--- config.mk ---
export PLATFORM = sky130hd
export DESIGN_NAME = mem_ctrl
export DESIGN_NICKNAME = d
export VERILOG_FILES = /design/src/design/mem_ctrl_pkg.sv /design/src/design/mem_ctrl.sv /design/src/design/array_ctrl.sv /design/src/design/bram_port_ctrl.sv /design/src/design/as_sequencer.sv
export SDC_FILE = /design/constraint.sdc
export NUM_CORES = 1
export LEC_CHECK = 0
export BUFFER_PORTS_ARGS = -buffer_cell sky130_fd_sc_hd__clkbuf_2
export CORE_AREA = 8 8 164 166
export DETAILED_ROUTE_END_ITERATION = 12
export DIE_AREA = 0 0 172 174
export PLACE_DENSITY = 0.55
export SKIP_LAST_GASP = 1
export SYNTH_ARGS = -nofsm -noshare
export SYNTH_HDL_FRONTEND = slang
export SYNTH_SLANG_ARGS = --single-unit
--- constraint.sdc ---
create_clock -name clk -period 4.96 [get_ports clk]
set_clock_uncertainty 0.15 [all_clocks]
set_input_delay 0.496 -clock clk [delete_from_list [all_inputs] [get_ports clk]]
set_output_delay 0.496 -clock clk [all_outputs]
set_load 0.01 [all_outputs]
--- src/design/mem_ctrl_pkg.sv ---
package mem_ctrl_pkg;

    // one 4-row beat group per beat
    localparam int beats_per_line = 4;

    typedef logic [31:0] addr_t;
    typedef logic [63:0] word_t;
    typedef logic [$clog2(beats_per_line)-1:0] beat_t;
    typedef logic [8:0] line_t;
    typedef logic [9:0] block_t;

    typedef enum logic [2:0] {
        idle = 3'd0,
        as   = 3'd1,
        sa   = 3'd2,
        sb   = 3'd3,
        bs   = 3'd4
    } mem_mode_e;

    typedef enum logic [3:0] {
        free        = 4'd0,
        as_square   = 4'd1,
        as_save     = 4'd2,
        as_waithash = 4'd3
    } phase_e;

    // line marks of one result block
    localparam line_t enable_line      = 9'd1;
    localparam line_t square_last_line = 9'd336;
    localparam line_t save_stop_line   = 9'd338;
    localparam line_t save_wen_line    = 9'd339;
    localparam line_t save_last_line   = 9'd340;

    // matrix geometry in RAM words
    localparam addr_t a_stride       = 32'd1344 * 32'd16;
    localparam addr_t se_stride      = 32'd1344 * 32'd8;
    localparam addr_t se_half_offset = 32'd4 * se_stride;
    localparam addr_t b_base         = 32'd1344 * 32'd64;

    localparam addr_t hash_line_step = 32'd64;
    localparam addr_t sp_line_step   = 32'd32;

    // B region layout, two blocks share a pair window
    localparam addr_t pair_step = 32'd512;
    localparam addr_t half_step = 32'd64;
    localparam addr_t row_step  = 32'd128;

    typedef struct packed {
        phase_e phase;
        phase_e prev_phase;
        beat_t  beat;
        line_t  line;
        block_t block;
        logic   block_init;
    } seq_status_t;

endpackage
--- src/design/mem_ctrl.sv ---
`timescale 1ns/100ps

module mem_ctrl (
    input  logic                    clk,
    input  logic                    rst_n,
    input  mem_ctrl_pkg::mem_mode_e mem_mode,
    input  logic                    calc_init,
    input  logic                    hash_ready,
    input  mem_ctrl_pkg::word_t     bram_data_sp,
    input  mem_ctrl_pkg::word_t     bram_data_hash,
    output mem_ctrl_pkg::addr_t     addr_hash,
    output mem_ctrl_pkg::addr_t     addr_sp,
    output mem_ctrl_pkg::addr_t     addr_sp_2,
    output logic                    wen_sp_2,
    output mem_ctrl_pkg::word_t     data_left,
    output mem_ctrl_pkg::word_t     data_right,
    output mem_ctrl_pkg::word_t     data_adder,
    output logic                    systolic_enable,
    output logic                    systolic_state,
    output logic                    transposer_select,
    output logic                    transposer_rst_sync,
    output mem_ctrl_pkg::phase_e    phase
);

    mem_ctrl_pkg::seq_status_t status;

    as_sequencer as_sequencer_inst (
        .clk        (clk),
        .rst_n      (rst_n),
        .mem_mode   (mem_mode),
        .calc_init  (calc_init),
        .hash_ready (hash_ready),
        .status     (status)
    );

    bram_port_ctrl bram_port_ctrl_inst (
        .status         (status),
        .bram_data_sp   (bram_data_sp),
        .bram_data_hash (bram_data_hash),
        .addr_hash      (addr_hash),
        .addr_sp        (addr_sp),
        .addr_sp_2      (addr_sp_2),
        .wen_sp_2       (wen_sp_2),
        .data_left      (data_left),
        .data_right     (data_right),
        .data_adder     (data_adder)
    );

    array_ctrl array_ctrl_inst (
        .clk                 (clk),
        .rst_n               (rst_n),
        .calc_init           (calc_init),
        .status              (status),
        .systolic_enable     (systolic_enable),
        .systolic_state      (systolic_state),
        .transposer_select   (transposer_select),
        .transposer_rst_sync (transposer_rst_sync)
    );

    assign phase = status.phase;

endmodule

--- src/design/array_ctrl.sv ---
`timescale 1ns/100ps

module array_ctrl (
    input  logic                      clk,
    input  logic                      rst_n,
    input  logic                      calc_init,
    input  mem_ctrl_pkg::seq_status_t status,
    output logic                      systolic_enable,
    output logic                      systolic_state,
    output logic                      transposer_select,
    output logic                      transposer_rst_sync
);

    logic enable_point;
    logic stop_point;

    // first operands reach the array one beat into line 1
    assign enable_point = (status.line == mem_ctrl_pkg::enable_line) &&
                          (status.beat == mem_ctrl_pkg::beat_t'(1));
    assign stop_point   = (status.line == mem_ctrl_pkg::save_stop_line) &&
                          (status.beat == '1);

    always_ff @(posedge clk or negedge rst_n) begin
        if (!rst_n) begin
            systolic_enable <= 1'b0;
        end else begin
            case (status.phase)
                mem_ctrl_pkg::as_square: begin
                    if (enable_point) begin
                        systolic_enable <= 1'b1;
                    end
                end
                mem_ctrl_pkg::as_save: begin
                    systolic_enable <= 1'b1;
                end
                mem_ctrl_pkg::as_waithash: begin
                    systolic_enable <= 1'b0;
                end
                default: begin
                    systolic_enable <= systolic_enable;
                end
            endcase
        end
    end

    // compute while streaming, drain late in write-back
    always_ff @(posedge clk or negedge rst_n) begin
        if (!rst_n) begin
            systolic_state <= 1'b0;
        end else begin
            case (status.phase)
                mem_ctrl_pkg::as_square: begin
                    if (status.prev_phase != mem_ctrl_pkg::as_square) begin
                        systolic_state <= 1'b1;
                    end
                end
                mem_ctrl_pkg::as_save: begin
                    if (stop_point) begin
                        systolic_state <= 1'b0;
                    end
                end
                default: begin
                    systolic_state <= systolic_state;
                end
            endcase
        end
    end

    // ping-pong half swaps once per line
    always_ff @(posedge clk or negedge rst_n) begin
        if (!rst_n) begin
            transposer_select <= 1'b1;
        end else if (calc_init || status.block_init) begin
            transposer_select <= 1'b1;
        end else if (status.beat == '0) begin
            transposer_select <= ~transposer_select;
        end
    end

    always_ff @(posedge clk or negedge rst_n) begin
        if (!rst_n) begin
            transposer_rst_sync <= 1'b0;
        end else begin
            transposer_rst_sync <= status.block_init;
        end
    end

endmodule

--- src/design/bram_port_ctrl.sv ---
`timescale 1ns/100ps

module bram_port_ctrl (
    input  mem_ctrl_pkg::seq_status_t status,
    input  mem_ctrl_pkg::word_t       bram_data_sp,
    input  mem_ctrl_pkg::word_t       bram_data_hash,
    output mem_ctrl_pkg::addr_t       addr_hash,
    output mem_ctrl_pkg::addr_t       addr_sp,
    output mem_ctrl_pkg::addr_t       addr_sp_2,
    output logic                      wen_sp_2,
    output mem_ctrl_pkg::word_t       data_left,
    output mem_ctrl_pkg::word_t       data_right,
    output mem_ctrl_pkg::word_t       data_adder
);

    mem_ctrl_pkg::addr_t line_ext;
    mem_ctrl_pkg::addr_t beat_ext;
    mem_ctrl_pkg::addr_t se_half;
    mem_ctrl_pkg::addr_t sq_addr_hash;
    mem_ctrl_pkg::addr_t sq_addr_sp;
    mem_ctrl_pkg::addr_t pair_base;
    mem_ctrl_pkg::addr_t save_addr_rd;
    mem_ctrl_pkg::addr_t save_addr_wr;
    mem_ctrl_pkg::beat_t save_row;
    mem_ctrl_pkg::beat_t save_row_w;
    logic                save_wen;

    assign line_ext = mem_ctrl_pkg::addr_t'(status.line);
    assign beat_ext = mem_ctrl_pkg::addr_t'(status.beat);

    // odd blocks read the second secret half
    assign se_half = status.block[0] ? mem_ctrl_pkg::se_half_offset : '0;

    // streaming addresses, beat selects the 4-row group
    assign sq_addr_hash = line_ext * mem_ctrl_pkg::hash_line_step +
                          beat_ext * mem_ctrl_pkg::a_stride;
    assign sq_addr_sp   = line_ext * mem_ctrl_pkg::sp_line_step +
                          beat_ext * mem_ctrl_pkg::se_stride + se_half;

    // write-back rows, beat 0 hits row 2 and counts down
    assign save_row   = mem_ctrl_pkg::beat_t'(2) - status.beat;
    assign save_row_w = save_row + mem_ctrl_pkg::beat_t'(2);

    assign pair_base = mem_ctrl_pkg::b_base +
                       mem_ctrl_pkg::addr_t'(status.block >> 1) * mem_ctrl_pkg::pair_step +
                       (status.block[0] ? mem_ctrl_pkg::half_step : '0);

    assign save_addr_rd = pair_base +
                          mem_ctrl_pkg::addr_t'(save_row) * mem_ctrl_pkg::row_step;
    assign save_addr_wr = pair_base +
                          mem_ctrl_pkg::addr_t'(save_row_w) * mem_ctrl_pkg::row_step;

    // four write beats straddling the last two lines
    assign save_wen = ((status.line == mem_ctrl_pkg::save_wen_line) && (status.beat != '0)) ||
                      ((status.line == mem_ctrl_pkg::save_last_line) && (status.beat == '0));

    always_comb begin
        addr_hash  = '0;
        addr_sp    = '0;
        addr_sp_2  = '0;
        wen_sp_2   = 1'b0;
        data_left  = '0;
        data_right = '0;
        data_adder = '0;
        case (status.phase)
            mem_ctrl_pkg::as_square: begin
                addr_hash  = sq_addr_hash;
                addr_sp    = sq_addr_sp;
                data_left  = bram_data_hash;
                data_right = bram_data_sp;
            end
            mem_ctrl_pkg::as_save: begin
                // read partial sum, write back two rows further on
                addr_sp    = save_addr_rd;
                addr_sp_2  = save_addr_wr;
                wen_sp_2   = save_wen;
                data_adder = bram_data_sp;
            end
            default: begin
            end
        endcase
    end

endmodule

--- src/design/as_sequencer.sv ---
`timescale 1ns/100ps

module as_sequencer (
    input  logic                      clk,
    input  logic                      rst_n,
    input  mem_ctrl_pkg::mem_mode_e   mem_mode,
    input  logic                      calc_init,
    input  logic                      hash_ready,
    output mem_ctrl_pkg::seq_status_t status
);

    mem_ctrl_pkg::mem_mode_e mode;
    logic                    mode_run;
    mem_ctrl_pkg::phase_e    phase;
    mem_ctrl_pkg::phase_e    next_phase;
    mem_ctrl_pkg::phase_e    prev_phase;
    mem_ctrl_pkg::beat_t     beat;
    mem_ctrl_pkg::line_t     line;
    mem_ctrl_pkg::block_t    block;
    logic                    block_init;
    logic                    beat_last;
    logic                    save_done;

    assign beat_last = (beat == '1);

    // last write-back beat of the block
    assign save_done = (phase == mem_ctrl_pkg::as_save) &&
                       (line == mem_ctrl_pkg::save_last_line) && beat_last;

    // mode latch, streaming starts one cycle after the mode is taken
    always_ff @(posedge clk or negedge rst_n) begin
        if (!rst_n) begin
            mode     <= mem_ctrl_pkg::idle;
            mode_run <= 1'b0;
        end else begin
            if (calc_init) begin
                mode <= mem_mode;
            end
            mode_run <= (mode == mem_ctrl_pkg::as);
        end
    end

    always_comb begin
        case (phase)
            mem_ctrl_pkg::free: begin
                next_phase = mode_run ? mem_ctrl_pkg::as_square : mem_ctrl_pkg::free;
            end
            mem_ctrl_pkg::as_square: begin
                if (line == mem_ctrl_pkg::square_last_line) begin
                    next_phase = mem_ctrl_pkg::as_save;
                end else begin
                    next_phase = mem_ctrl_pkg::as_square;
                end
            end
            mem_ctrl_pkg::as_save: begin
                next_phase = save_done ? mem_ctrl_pkg::as_waithash : mem_ctrl_pkg::as_save;
            end
            mem_ctrl_pkg::as_waithash: begin
                // stall until the hash engine has the next A rows
                next_phase = hash_ready ? mem_ctrl_pkg::as_square : mem_ctrl_pkg::as_waithash;
            end
            default: begin
                next_phase = mem_ctrl_pkg::free;
            end
        endcase
    end

    always_ff @(posedge clk or negedge rst_n) begin
        if (!rst_n) begin
            phase      <= mem_ctrl_pkg::free;
            prev_phase <= mem_ctrl_pkg::free;
            block_init <= 1'b0;
        end else begin
            phase      <= next_phase;
            prev_phase <= phase;
            block_init <= (phase == mem_ctrl_pkg::as_waithash) &&
                          (next_phase == mem_ctrl_pkg::as_square);
        end
    end

    // beat runs free while in AS mode, wait phase included
    always_ff @(posedge clk or negedge rst_n) begin
        if (!rst_n) begin
            beat <= '0;
        end else if (calc_init || block_init) begin
            beat <= '0;
        end else if (mode == mem_ctrl_pkg::as) begin
            beat <= beat + 1'b1;
        end
    end

    always_ff @(posedge clk or negedge rst_n) begin
        if (!rst_n) begin
            line <= '0;
        end else if (calc_init || block_init) begin
            line <= '0;
        end else if (beat_last) begin
            if (line == mem_ctrl_pkg::save_last_line) begin
                line <= '0;
            end else begin
                line <= line + 1'b1;
            end
        end
    end

    // result block count, bit 0 picks the secret half
    always_ff @(posedge clk or negedge rst_n) begin
        if (!rst_n) begin
            block <= '0;
        end else if (calc_init) begin
            block <= '0;
        end else if (save_done) begin
            block <= block + 1'b1;
        end
    end

    assign status = '{
        phase:      phase,
        prev_phase: prev_phase,
        beat:       beat,
        line:       line,
        block:      block,
        block_init: block_init
    };

endmodule

# Word level (Yosys, flattened, before mapping)
# Index checks and enable logic that the tools add are counted.
dict set report word_totals {
  register_bits 38
  inputBits 135
}
dict set report op_classes {
  eq_ne 16
  n_bitwise 1
  addsub 12
  multipliers 2
  reduce_logical 20
  mux 28
}
# op count
set op_table {}
lappend op_table {{$mux W64} 3}
lappend op_table {{$add A32 B32 Y32} 2}
lappend op_table {{$add A32 B9 Y32} 2}
lappend op_table {{$mux W32} 2}
lappend op_table {{$pmux W32 S2} 1}
lappend op_table {{$eq A9 B9 Y1 const B} 4}
lappend op_table {{$add A14 B32 Y32} 1}
lappend op_table {{$add A15 B32 Y32} 1}
lappend op_table {{$mux W9} 3}
lappend op_table {{$mux W10} 2}
lappend op_table {{$add A17 B18 Y19 const A} 1}
lappend op_table {{$mux W16} 1}
lappend op_table {{$pmux W4 S4} 1}
lappend op_table {{$mul A2 B5 Y7 const B} 2}
lappend op_table {{$reduce_bool A2 Y1} 6}
lappend op_table {{$add A10 B1 Y10 const B} 1}
lappend op_table {{$add A9 B1 Y9 const B} 1}
lappend op_table {{$eq A9 B1 Y1 const B} 1}
lappend op_table {{$eq A4 B1 Y1 const B} 2}
lappend op_table {{$eq A4 B2 Y1 const B} 2}
lappend op_table {{$mux W1} 8}
lappend op_table {{$mux W2} 4}
lappend op_table {{$logic_and A1 B1 Y1} 7}
lappend op_table {{$mux W7} 1}
lappend op_table {{other kinds (17)} 20}

# Depth between registers and ports, before layout
# Gate-level depths: netlist (run 1).
dict set report depth {
  ltp_word 7
  ltp_mapped 7
}

# Cells and area by module
# Synthesis (run 1) repeated with hierarchy kept, for this count alone.
dict set report hier_totals {
  cells_unflattened 563
  area_unflattened_um2 4325.4
}
# mod area_each_um2 cells_per_inst instances
set by_module_without_submodules {}
lappend by_module_without_submodules {bram_port_ctrl 2581.2 386 1}
lappend by_module_without_submodules {as_sequencer 1516.5 154 1}
lappend by_module_without_submodules {array_ctrl 227.7 23 1}

# Worst setup path before layout (run 1)
# OpenSTA, ideal clock, no wires.
dict set report synth_timing {
  path_kind {flip-flop to output port}
  from {reg as_sequencer_inst.block[0]}
  to {out addr_sp[16]}
  n_path_buf 0
  t_required_ps 4314
  t_arrival_ps 2226
  setup_slack_ps 2088
  stages_incl_launch_ff 7
  cell_sequence {dfrtp_1 > fa_1 > fa_1 > a21o_1 > a21o_1 > a21o_1 > a22o_1}
}
dict set report synth_between {
  elab_chain_cells 4
}
# element line_no
set synth_lines {}
lappend synth_lines {{from (decl)} as_sequencer.sv:19} ;# mem_ctrl_pkg::block_t block;
lappend synth_lines {{from (signal assigned)} as_sequencer.sv:113} ;# block <= block + 1'b1;
lappend synth_lines {{$mux W7} bram_port_ctrl.sv:46} ;# (status.block[0] ? mem_ctrl_pkg::half_step : '0);
lappend synth_lines {{$add A32 B32 Y32} bram_port_ctrl.sv:45} ;# mem_ctrl_pkg::addr_t'(status.block >> 1) * mem_ctrl_pkg::pair_step +
lappend synth_lines {{$add A32 B9 Y32} bram_port_ctrl.sv:48} ;# assign save_addr_rd = pair_base +
lappend synth_lines {{$pmux W32 S2 (*)} bram_port_ctrl.sv:65} ;# case (status.phase)
lappend synth_lines {{to (decl)} mem_ctrl.sv:12} ;# output mem_ctrl_pkg::addr_t addr_sp,
# Mark *: on every way between the ends. The rest lies on a longest branch, timed or not.

# Worst setup path in the final report (run 1)
dict set report layout_timing {
  from {reg as_sequencer_inst.beat[0]}
  to {out addr_sp[16]}
}
dict set report layout_between {
  elab_chain_cells 4
}
# element line_no
set layout_lines {}
lappend layout_lines {{from (decl)} as_sequencer.sv:17} ;# mem_ctrl_pkg::beat_t beat;
lappend layout_lines {{from (signal assigned)} as_sequencer.sv:88} ;# beat <= beat + 1'b1;
lappend layout_lines {{$mul A2 B5 Y7} bram_port_ctrl.sv:38} ;# beat_ext * mem_ctrl_pkg::se_stride + se_half;
lappend layout_lines {{$add A14 B32 Y32} bram_port_ctrl.sv:37} ;# assign sq_addr_sp = line_ext * mem_ctrl_pkg::sp_line_step +
lappend layout_lines {{$add A32 B32 Y32} bram_port_ctrl.sv:38}
lappend layout_lines {{$pmux W32 S2 (*)} bram_port_ctrl.sv:65}
# Marks and branches as above.

==> results.toml, run 1 <==
[worst_setup_path]
crit_buf_inv = 1
worstRegToRegCells = 6
worst-r2r-setup-slack_ns = 2.56
top_delay_family_on_crit_path = "adder cells"
regToRegEndpoint = "as_sequencer_inst.block[9]$_DFFE_PN0P_"
arrival_ns = 2.73
critPathLaunchType = "flop"
crit_path_top_delay_cell = "dfrtp_1"
slowest_delay_ns = 0.58
worstPathCellList = "fa_1 > fa_1 > a21o_1 > a21o_1 > a21o_1 > a22o_1 > clkbuf_2"
worstSetupEndpointType = "output port"
crit_top_cell = "a21o_1"
path_type_of_the_worst_setup_path = "reg -> out"
r2r_startpoint = "as_sequencer_inst.line[0]$_DFFE_PN0P_"
crit_fanout = 10
cp_data_required_time_ns = 4.31

[synth]
ys_async_rst_share = 1.000
yosys.area_share.adder = 0.08644
synth_edf_count = 0
mappedNetlistArea_sq_um = 4400
synth.avg_cell_area_sq_um = 7.707
yosys-mux-area-fraction = 0.02019
synth_top_family_by_area = "simple AND/OR/NAND/NOR gates"
yosys_warnings = 0
synth-simple-area-share = 0.4214
post_synth_num_cell_types = 52
syn_inst = 571
post_synth_xor_area_fraction = 0.01592
synth_compound_area_frac = 0.1049
synth_ff_type = "dfrtp_1"
synth_seq_cells = 34
seq_area_frac_synth = 0.1936

[route]
route.antenna.remaining_nets = 0
routed_via_density = 3.961
drt_pass1_iterations = 6
vias = 4916
route.detailed.drc = 0
drt_iter0_drc = 187
drt-wirelength-per-cell_um = 15.12
postRouteWirelength_um = 18760

[floorplanning]
floorplan.die.width_um = 172
core_region_area_sq_um = 24530
fp-row-count = 58
chipHeight_um = 174
floorplan.io_pins = 432
initial_utilization = 0.1794
total_die_area_sq_um = 29930

[timing]
grt_setup_unrepaired = "false"
final.period_utilization = 0.6800
min_period_ns = 3.373
report.final.setup_viol = 0
final.setup.tns_ns = 0
worst_slew_margin_rel = 0.4111
finalWorstSetupSlack_ns = 1.587
achievable-frequency_mhz = 296.5
slew_viol_final = 0
worst-slew-pin-transition_ns = 0.8752
hold_viol = 0

[clock_tree]
numCtsBuffers = 5
clock_latency_ns = 0.28
clock-root-buffer = "clkbuf_16"
postCtsSetupRepairBufs = 0
clock_tree.buffer_depth = 2
cts_tree = "yes"
clkSlewWorstSetupHoldPaths_ns = 0.06
h_tree_levels = 2
number_of_hold_repair_buffers_added_at_the_cts_stage = 0
postCtsResizedCells = 0
clock_sink_count = 34

[grt]
track_usage = 0.1131
antenna_found_initial = 0
grt_first_pass_wirelength_um = 27220
grt_start_max_net_pins = 79
first_global_vias = 4856
overall_overflow_remaining_after_global_route = 0

[min_path]
hold_class = "in -> async"

[place]
numPortBuffers = 371
placed_area_sq_um = 6281
place_inst = 1232
gp_congestion = 0.8099
detailedPlacementHpwl_um = 15940
detailedPlace.worstSlack_ns = 1.886

[finish]
final_cell_area_sq_um = 6450
finish.net_count = 1072
post_layout_nonfiller_instances = 1241
areaGrowthSynthToFinish_pct = 46.57
final_core_utilization = 0.2630
final_layout_size_suffix_gt1_frac = 0.4341

[pwr]
powerDensity_nw_per_um2 = 130.2
vdd_drop_max_mv = 0.1050
p_leak_nw = 3.632

[job]
maxCapViolCount = 0

[status]
status = "complete, no violations"
-- routing by layer --
metal  share of wire  track usage  routed length, um
met1            0.40       0.1365               7577
met2            0.50       0.2014               9375
met3           0.091      0.02972               1704
met4          0.0055      0.01401                104
met5               0            0                  0
-- cells in the mapped netlist (3+ instances only) --
| master | number | area share |
|---|---|---|
| o21ai_0 | 13 | 0.015 |
| dfrtp_1 | 33 | 0.19 |
| o21a_1 | 8 | 0.014 |
| nand2_1 | 20 | 0.017 |
| nand3_1 | 11 | 0.013 |
| or4_1 | 4 | 0.0068 |
| a21o_1 | 5 | 0.0085 |
| clkbuf_1 | 33 | 0.028 |
| buf_4 | 63 | 0.11 |
| inv_1 | 13 | 0.011 |
| nor3b_1 | 3 | 0.0051 |
| and2_1 | 210 | 0.30 |
| ha_1 | 24 | 0.068 |
| xnor2_1 | 6 | 0.012 |
| fa_1 | 4 | 0.018 |
| nand4_1 | 6 | 0.0085 |
| buf_6 | 3 | 0.0077 |
| a31oi_1 | 5 | 0.0071 |
| nor2_1 | 15 | 0.013 |
| mux2_2 | 7 | 0.018 |
| or3_1 | 4 | 0.0057 |
| nor2b_1 | 9 | 0.013 |
| a21oi_1 | 21 | 0.024 |
| o211ai_1 | 4 | 0.0068 |
| o31ai_1 | 5 | 0.0085 |
| and3_1 | 9 | 0.013 |
-- registers in the layout, summed over array words and instances (netlist names) --
| register | cells |
|---|---|
| array_ctrl_inst.systolic_enable | 1 |
| array_ctrl_inst.systolic_state | 1 |
| array_ctrl_inst.transposer_rst_sync | 1 |
| array_ctrl_inst.transposer_select | 1 |
| as_sequencer_inst.beat | 2 |
| as_sequencer_inst.block | 10 |
| as_sequencer_inst.block_init | 1 |
| as_sequencer_inst.line | 9 |
| as_sequencer_inst.mode | 3 |
| as_sequencer_inst.mode_run | 1 |
| as_sequencer_inst.phase | 2 |
| as_sequencer_inst.prev_phase | 2 |
-- layout make-up --
class	instances	area [sq um]
clock buffer	6	128.9
fill	2725	18080
inverter	13	48.80
antenna	1	2.502
tap	330	412.9
timing repair buffer	373	1872
multi-input combinational	482	3095
sequential	34	852.1
clock inverter	2	37.54
-- report_power, final --
part | switching [W] | internal, W | leakage [nW] | total, W
Combinational | 0.000105 | 0.0000869 | 3.11 | 0.000192
Clock | 0.000121 | 0.000237 | 0.0771 | 0.000358
Sequential | 0.00000553 | 0.000284 | 0.448 | 0.000290
Total | 0.000231 | 0.000608 | 3.63 | 0.000840
-- cells in the final DEF (no fill, tap or decap), types with 2 or more instances in the layout --
master / count
clkbuf_2: 371
and2_1: 210
conb_1: 60
dfrtp_1: 33
ha_1: 22
a21oi_1: 21
nand2_1: 20
nor2_1: 15
inv_1: 13
o21ai_0: 13
nand3_1: 11
nor2b_1: 9
and3_1: 9
o21a_1: 8
mux2_2: 7
xnor2_1: 6
nand4_1: 6
a21o_1: 5
o31ai_1: 5
a31oi_1: 5
clkbuf_16: 5
o211ai_1: 4
or3_1: 4
or4_1: 4
fa_1: 4
nor3b_1: 3
xor2_1: 2
or2_2: 2
a41oi_1: 2
nor3_1: 2
nor4b_1: 2
a211oi_1: 2
buf_4: 2
-- worst max-delay path by stage --
stage / from / end / depth (start not counted)
finish: as_sequencer_inst.beat[0]$_DFFE_PN0P_ / addr_sp[16] / 7
global route: as_sequencer_inst.beat[0]$_DFFE_PN0P_ / addr_sp[16] / 7
CTS: as_sequencer_inst.beat[0]$_DFFE_PN0P_ / addr_sp[16] / 7
detailed placement: as_sequencer_inst.beat[0]$_DFFE_PN0P_ / addr_sp[16] / 7
global placement: as_sequencer_inst.beat[0]$_DFFE_PN0P_ / addr_sp[16] / 7
floorplan: as_sequencer_inst.block[0]$_DFFE_PN0P_ / addr_sp[16] / 6
-- stage by stage --
stage,total power [W],hold WS [ns]
2_1_floorplan,0.0004155,0.05041
3_3_place_gp,0.0004867,0.2836
3_5_place_dp,0.0004874,0.2881
4_1_cts,0.0008454,0.2024
5_1_grt,0.0008795,0.2435
6_report,0.0008396,0.1680
-- kinds of logic (layout without fill, tap and decap cells) --
| group | after synthesis | in the layout |
|---|---|---|
| AND/OR/NAND/NOR | 306 | 306 |
| buffers and inverters | 114 | 394 |
| AO/OA/AOI/OAI | 72 | 72 |
| flip-flops | 34 | 34 |
| adder cells (fa/ha/maj) | 28 | 28 |
| XOR/XNOR | 8 | 8 |
| multiplexers | 8 | 8 |
| other | 1 | 61 |
No activity file was read; power rests on OpenSTA's default activity.
==> inputs of run 2 (changes only) <==
--- a/config.mk
+++ b/config.mk
@@ -5,11 +5,12 @@
 export SDC_FILE = /design/constraint.sdc
 export NUM_CORES = 1
 export LEC_CHECK = 0
+export ABC_AREA = 1
 export BUFFER_PORTS_ARGS = -buffer_cell sky130_fd_sc_hd__clkbuf_2
-export CORE_AREA = 8 8 164 166
+export CORE_AREA = 8 8 160 162
 export DETAILED_ROUTE_END_ITERATION = 12
-export DIE_AREA = 0 0 172 174
-export PLACE_DENSITY = 0.55
+export DIE_AREA = 0 0 168 170
+export PLACE_DENSITY = 0.6
 export SKIP_LAST_GASP = 1
 export SYNTH_ARGS = -nofsm -noshare
 export SYNTH_HDL_FRONTEND = slang
==> constraint.sdc (replaced) <==
create_clock -name clk -period 2.9 [get_ports clk]
set_clock_uncertainty 0.15 [all_clocks]
set_input_delay 0.29 -clock clk [delete_from_list [all_inputs] [get_ports clk]]
set_output_delay 0.29 -clock clk [all_outputs]
set_load 0.01 [all_outputs]
==> results.toml, run 2 <==
[finish]
layout_common_cells = "clkbuf_2, nand2_1, inv_1"
number_of_inserted_diodes = 0
areaGrowthSynthToFinish_pct = 48.04
finish.net_count = 1373
post_layout_nonfiller_instances = 1501
layout_top_registers = "as_sequencer_inst.block (10), as_sequencer_inst.line (9), as_sequencer_inst.mode (3)"
final_layout_size_suffix_gt1_frac = 0.3476
largest_reg_flops = 10
final_core_utilization = 0.2999
top_register = "as_sequencer_inst.block"
leading_cell_type_in_the_layout_fill_and_taps_excluded = "clkbuf_2"

[grt]
grt_start_max_net_pins = 84
overall_overflow_remaining_after_global_route = 0
grt_first_pass_wirelength_um = 34130
first_global_vias = 6021
antenna_found_initial = 1
track_usage = 0.1497

[worst_setup_path]
cp_data_required_time_ns = 2.46
slowest_delay_ns = 0.51
top_delay_family_on_crit_path = "adder cells"
regToRegEndpoint = "as_sequencer_inst.block[6]$_DFFE_PN0P_"
path_type_of_the_worst_setup_path = "reg -> out"
critPathLaunchType = "flop"
worstRegToRegCells = 7
crit_fanout = 3
crit_buf_inv = 1
arrival_ns = 2.33
worst-r2r-setup-slack_ns = 0.83
r2r_startpoint = "as_sequencer_inst.phase[0]$_DFF_PN0_"
worstPathCellList = "fa_2 > fa_2 > nand3_1 > nand2_1 > a21oi_1 > o21ai_0 > a21oi_1 > clkbuf_2"
worstSetupEndpointType = "output port"
crit_path_top_delay_cell = "fa_2"

[floorplanning]
total_die_area_sq_um = 28560
chipHeight_um = 170
initial_utilization = 0.2026
fp-row-count = 56
core_region_area_sq_um = 23050
floorplan.die.width_um = 168
floorplan.io_pins = 432

[synth]
synth_top_cells_by_count = "nand2_1, inv_1, buf_4"
ys_top_cells_by_area = "nand2_1, inv_1, dfrtp_1, buf_4, ha_1"
syn_inst = 850
synth_edf_count = 0
ys_async_rst_share = 1.000
most_frequently_used_cell_type_in_the_post_synthesis_netlist = "nand2_1"
synth.avg_cell_area_sq_um = 5.494
post_synth_num_cell_types = 37
synth_seq_cells = 34
synth_ff_type = "dfrtp_1"
synthDominantAreaCellType = "nand2_1"
synth_top_area_share = 0.2259
yosys_warnings = 0
mappedNetlistArea_sq_um = 4669
seq_area_frac_synth = 0.1825

[route]
vias = 6049
route.antenna.remaining_nets = 0
drt-wirelength-per-cell_um = 15.27
postRouteWirelength_um = 22920
drt_iter0_drc = 358
routed_via_density = 4.030
drt_pass1_iterations = 5
route.detailed.drc = 0

[timing]
slew_viol_final = 0
holdWs_ns = -0.02844
grt_setup_unrepaired = "true"
report.final.setup_viol = 0
worst-slew-pin-transition_ns = 0.8951
min_period_ns = 2.770
hold_viol = 33
final.period_utilization = 0.9551
worst_slew_margin_rel = 0.4033
achievable-frequency_mhz = 361.0

[status]
violations = "negative hold slack"
status = "finished, violations left"

[pwr]
vdd_drop_max_mv = 0.2304
p_sw_w = 0.0004390
total_power_w = 0.001561
powerDensity_nw_per_um2 = 225.8
net_sw_frac = 0.2813
p_leak_nw = 5.388
power_frac_comb = 0.231
power_report.internal_total_w = 0.001122
share_seq_of_total_power = 0.314
pwr-share-clk = 0.455

[place]
place_inst = 1486
gp_congestion = 0.9619
numPortBuffers = 371
detailedPlacementHpwl_um = 20090

[clock_tree]
cts_tree = "yes"
clock_sink_count = 34
clock_tree.buffer_depth = 2
h_tree_levels = 2
clkSlewWorstSetupHoldPaths_ns = 0.06
clock-root-buffer = "clkbuf_16"
clock_latency_ns = 0.28
numCtsBuffers = 5
number_of_hold_repair_buffers_added_at_the_cts_stage = 0

[min_path]
hold_class = "in -> async"

[job]
maxCapViolCount = 0
## run 2: cell count changes in the layout (fill, tap and decap cells not counted), moves of 8 or more
cell / previous run / this run
and3_1: 9 / 1
a21oi_1: 21 / 29
nand3_1: 11 / 31
nor2_1: 15 / 40
buf_4: 2 / 12
nand2_1: 20 / 281
inv_1: 13 / 248
nor2b_1: 9 / 0
o21ai_0: 13 / 23
and2_1: 210 / 0
## run 2: metal layers
metal  track usage  part of all wire  up-vias
met1        0.1758              0.40     2696
met2        0.2537              0.47      288
li1              -                 -     3029
met5             0           0.00061        -
met4       0.05396             0.036        2
met3       0.04680             0.084       34
## run 2: how the worst max path moves through the flow
| stage | startpoint | end | slack, ns | cells after the start |
|---|---|---|---|---|
| after floorplan | as_sequencer_inst.beat[0]$_DFFE_PN0P_ | addr_sp[14] | 0.43 | 7 |
| after global routing | as_sequencer_inst.block[0]$_DFFE_PN0P_ | addr_sp[15] | -0.003 | 9 |
| after CTS | as_sequencer_inst.block[0]$_DFFE_PN0P_ | addr_sp[14] | 0.006 | 8 |
| final | as_sequencer_inst.block[0]$_DFFE_PN0P_ | addr_sp[14] | 0.13 | 8 |
| after global placement | as_sequencer_inst.beat[1]$_DFFE_PN0P_ | addr_sp[14] | 0.31 | 9 |
| after detailed placement | as_sequencer_inst.beat[1]$_DFFE_PN0P_ | addr_sp[14] | 0.25 | 9 |
## run 2: area by class of cell
class / instances / area, sq um
Sequential cell: 34 / 857.1
Tap cell: 290 / 362.8
Multi-Input combinational cell: 532 / 2542
Inverter: 250 / 938.4
Clock buffer: 5 / 125.1
Fill cell: 2634 / 16140
Clock inverter: 3 / 68.82
Timing Repair Buffer: 387 / 2018
## run 2: cell families after synthesis
group,count (synthesis),share of synthesized area
XOR/XNOR,1,0.001876
AO/OA/AOI/OAI,63,0.07128
buffers and inverters,343,0.3312
adder cells (fa/ha/maj),28,0.08146
other,1,0.0008031
AND/OR/NAND/NOR,380,0.3309
flip-flops,34,0.1825
## run 2: metrics by stage
stage               worst slack [ns]  hold slack (ns)   TNS [ns]  cell area [sq um]
floorplan                     0.4343          -0.1556          0               4891
global placement              0.3121           0.2095          0               6623
detailed placement            0.2535           0.2166          0               6623
CTS                         0.005974         0.007465          0               6820
global route               -0.003168          0.04152  -0.005941               6913
finish                        0.1301         -0.02844          0               6913
## run 2: timing repair
| action | in CTS | in global routing |
|---|---|---|
| gates resized for setup | 2 | 13 |
| setup buffers | 0 | 7 |
| pin swaps | 0 | 2 |
| endpoints found under the setup margin | 1 | 5 |
| cloned | 0 | 0 |
| hold endpoints to repair | 0 | 0 |
## run 2: power groups by stage
stage / Combinational, W / Clock [W] / Sequential [W]
finish: 0.000361 / 0.000709 / 0.000490
detailed placement: 0.000349 / 0 / 0.000498
global route: 0.000401 / 0.000745 / 0.000491
CTS: 0.000350 / 0.000719 / 0.000490
global placement: 0.000348 / 0 / 0.000498
floorplan: 0.000200 / 0 / 0.000500
==> inputs of run 3 (changes only) <==
--- a/config.mk
+++ b/config.mk
@@ -8,6 +8,7 @@
 export ABC_AREA = 1
 export BUFFER_PORTS_ARGS = -buffer_cell sky130_fd_sc_hd__clkbuf_2
 export CORE_AREA = 8 8 160 162
+export CTS_BUF_LIST = sky130_fd_sc_hd__clkbuf_8
 export DETAILED_ROUTE_END_ITERATION = 12
 export DIE_AREA = 0 0 168 170
 export PLACE_DENSITY = 0.6
==> results.toml, run 3 (synthesized netlist as in run 2, its figures left out) <==
[status]
status = "complete, no violations"

[route]
vias = 6031
routed_via_density = 4.015
drt-wirelength-per-cell_um = 15.35
route.detailed.drc = 0
drt_pass1_iterations = 5
route.antenna.remaining_nets = 0
postRouteWirelength_um = 23060
drt_iter0_drc = 352

[worst_setup_path]
crit_top_cell = "fa_2"
top_delay_family_on_crit_path = "adder cells"
worst_setup_path_startpoint = "as_sequencer_inst.block[0]$_DFFE_PN0P_"
crit_fanout = 3
slowest_delay_ns = 0.53
cp_data_required_time_ns = 2.46
crit_path_end = "addr_sp[14]"
worstSetupEndpointType = "output port"
critical_path_stages = 8
worstRegToRegCells = 7
worst-r2r-setup-slack_ns = 0.82
crit_path_top_delay_cell = "fa_2"
critPathLaunchType = "flop"
arrival_ns = 2.39
regToRegEndpoint = "as_sequencer_inst.block[1]$_DFFE_PN0P_"
worstPathCellList = "fa_2 > fa_2 > nand3_1 > nand2_2 > a21oi_2 > o21ai_0 > a21oi_1 > buf_2"
r2r_startpoint = "as_sequencer_inst.phase[0]$_DFF_PN0_"
crit_buf_inv = 1
path_type_of_the_worst_setup_path = "reg -> out"

[grt]
groute.layer.met1.usage = 0.1751
first_global_vias = 6006
grt_use_met2 = 0.2546
grt_start_max_net_pins = 84
track_usage = 0.1491
grt_first_pass_wirelength_um = 34070
overall_overflow_remaining_after_global_route = 0
antenna_found_initial = 1
grt_util_met3 = 0.04611
grt-busiest-layer = "met2"

[timing]
report.final.setup_viol = 0
worst_slew_margin_rel = 0.3962
achievable-frequency_mhz = 353.3
slew_viol_final = 0
min_period_ns = 2.831
finalWorstSetupSlack_ns = 0.06944
hold_viol = 0
final.setup.tns_ns = 0
final.period_utilization = 0.9761
worst-slew-pin-transition_ns = 0.9057

[finish]
final_core_utilization = 0.2990
layout_top_registers = "as_sequencer_inst.block (10), as_sequencer_inst.line (9), as_sequencer_inst.mode (3)"
areaGrowthSynthToFinish_pct = 47.59
leading_cell_type_in_the_layout_fill_and_taps_excluded = "clkbuf_2"
seq_area_sq_um = 857.1
finish.net_count = 1374
area_taken_by_multi_input_logic_gates_sq_um = 2567
number_of_inserted_diodes = 0
layout_common_cells = "clkbuf_2, nand2_1, inv_1"
final_layout_size_suffix_gt1_frac = 0.3507
largest_reg_flops = 10
top_register = "as_sequencer_inst.block"
final.fill_count = 2632
final_cell_area_sq_um = 6892

[clock_tree]
clock_tree.buffer_depth = 2
clkSlewWorstSetupHoldPaths_ns = 0.08
numCtsBuffers = 5
clock_latency_ns = 0.30
clock-root-buffer = "clkbuf_8"
cts_tree = "yes"
clock_sink_count = 34
h_tree_levels = 2

[min_path]
hold_class = "in -> reg"

[pwr]
p_leak_nw = 5.366
total_power_w = 0.001393
vdd_drop_max_mv = 0.1530
powerDensity_nw_per_um2 = 202.2

[floorplanning]
core_region_area_sq_um = 23050
initial_utilization = 0.2026
floorplan.die.width_um = 168
chipHeight_um = 170
total_die_area_sq_um = 28560
fp-row-count = 56
floorplan.io_pins = 432

[job]
maxCapViolCount = 0

[place]
detailedPlacementHpwl_um = 20090
gp_congestion = 0.9619
detailedPlace.worstSlack_ns = 0.2535
numPortBuffers = 371
placed_area_sq_um = 6623
-- run 3: cell types whose count changed in the layout (fill, tap and decap cells not counted), sizes merged --
cell         previous run  this run
clkbuf                375       373
buf                    17        19
dlygate4sd3             0         1
-- run 3: routing by layer --
layer  vias to the layer above  wire [um]
met5                         -         14
met3                        38       1970
met4                         2        850
li1                       3031          -
met1                      2677       9250
met2                       283      10970
-- run 3: worst min path at each step --
stage,slack [ns],to,cells past startpoint,startpoint
2_1_floorplan,-0.16,array_ctrl_inst.systolic_enable$_DFFE_PN0P_,0,rst_n
3_3_place_gp,0.21,array_ctrl_inst.transposer_rst_sync$_DFF_PN0_,0,as_sequencer_inst.block_init$_DFF_PN0_
3_5_place_dp,0.22,array_ctrl_inst.transposer_rst_sync$_DFF_PN0_,0,as_sequencer_inst.block_init$_DFF_PN0_
4_1_cts,0.05,as_sequencer_inst.mode[1]$_DFFE_PN0P_,3,mem_mode[1]
5_1_grt,0.05,as_sequencer_inst.mode[1]$_DFFE_PN0P_,3,mem_mode[1]
6_report,0.06,as_sequencer_inst.mode[1]$_DFFE_PN0P_,3,mem_mode[1]
-- run 3: through the flow --
step                      hold slack (ns)  std cells
after floorplan                   -0.1556        909
after global placement             0.2095       1486
after detailed placement           0.2166       1486
after CTS                         0.05114       1495
after global routing              0.04977       1502
final                             0.05599       1502
-- run 3: area by class of cell --
cell class | count | share of cell area
multi-input combinational | 532 | 0.3725
timing repair buffer | 388 | 0.2943
inverter | 250 | 0.1362
sequential | 34 | 0.1244
tap | 290 | 0.05265
clock buffer | 5 | 0.009985
clock inverter | 3 | 0.009985
-- run 3: repair_timing --
action | 4_1_cts | 5_1_grt
gates resized for setup | 2 | 20
endpoints found under the setup margin | 1 | 5
endpoints found under the hold margin | 27 | 0
hold buffers | 1 | 0
setup buffers | 0 | 7
pin swaps | 1 | 4
-- run 3: tightest hold or removal path, delay by kind of cell --
family | cells | cell delay, ns
AND/OR/NAND/NOR | 2 | 0.10
buffers and inverters | 1 | 0.08
-- run 3: where the power goes --
group	switching, W	leakage [nW]	total [W]	internal (W)
clock network	0.000195	0.0683	0.000540	0.000345
registers	0.00000576	0.443	0.000489	0.000483
logic	0.000219	4.85	0.000365	0.000145
total	0.000420	5.37	0.00139	0.000973
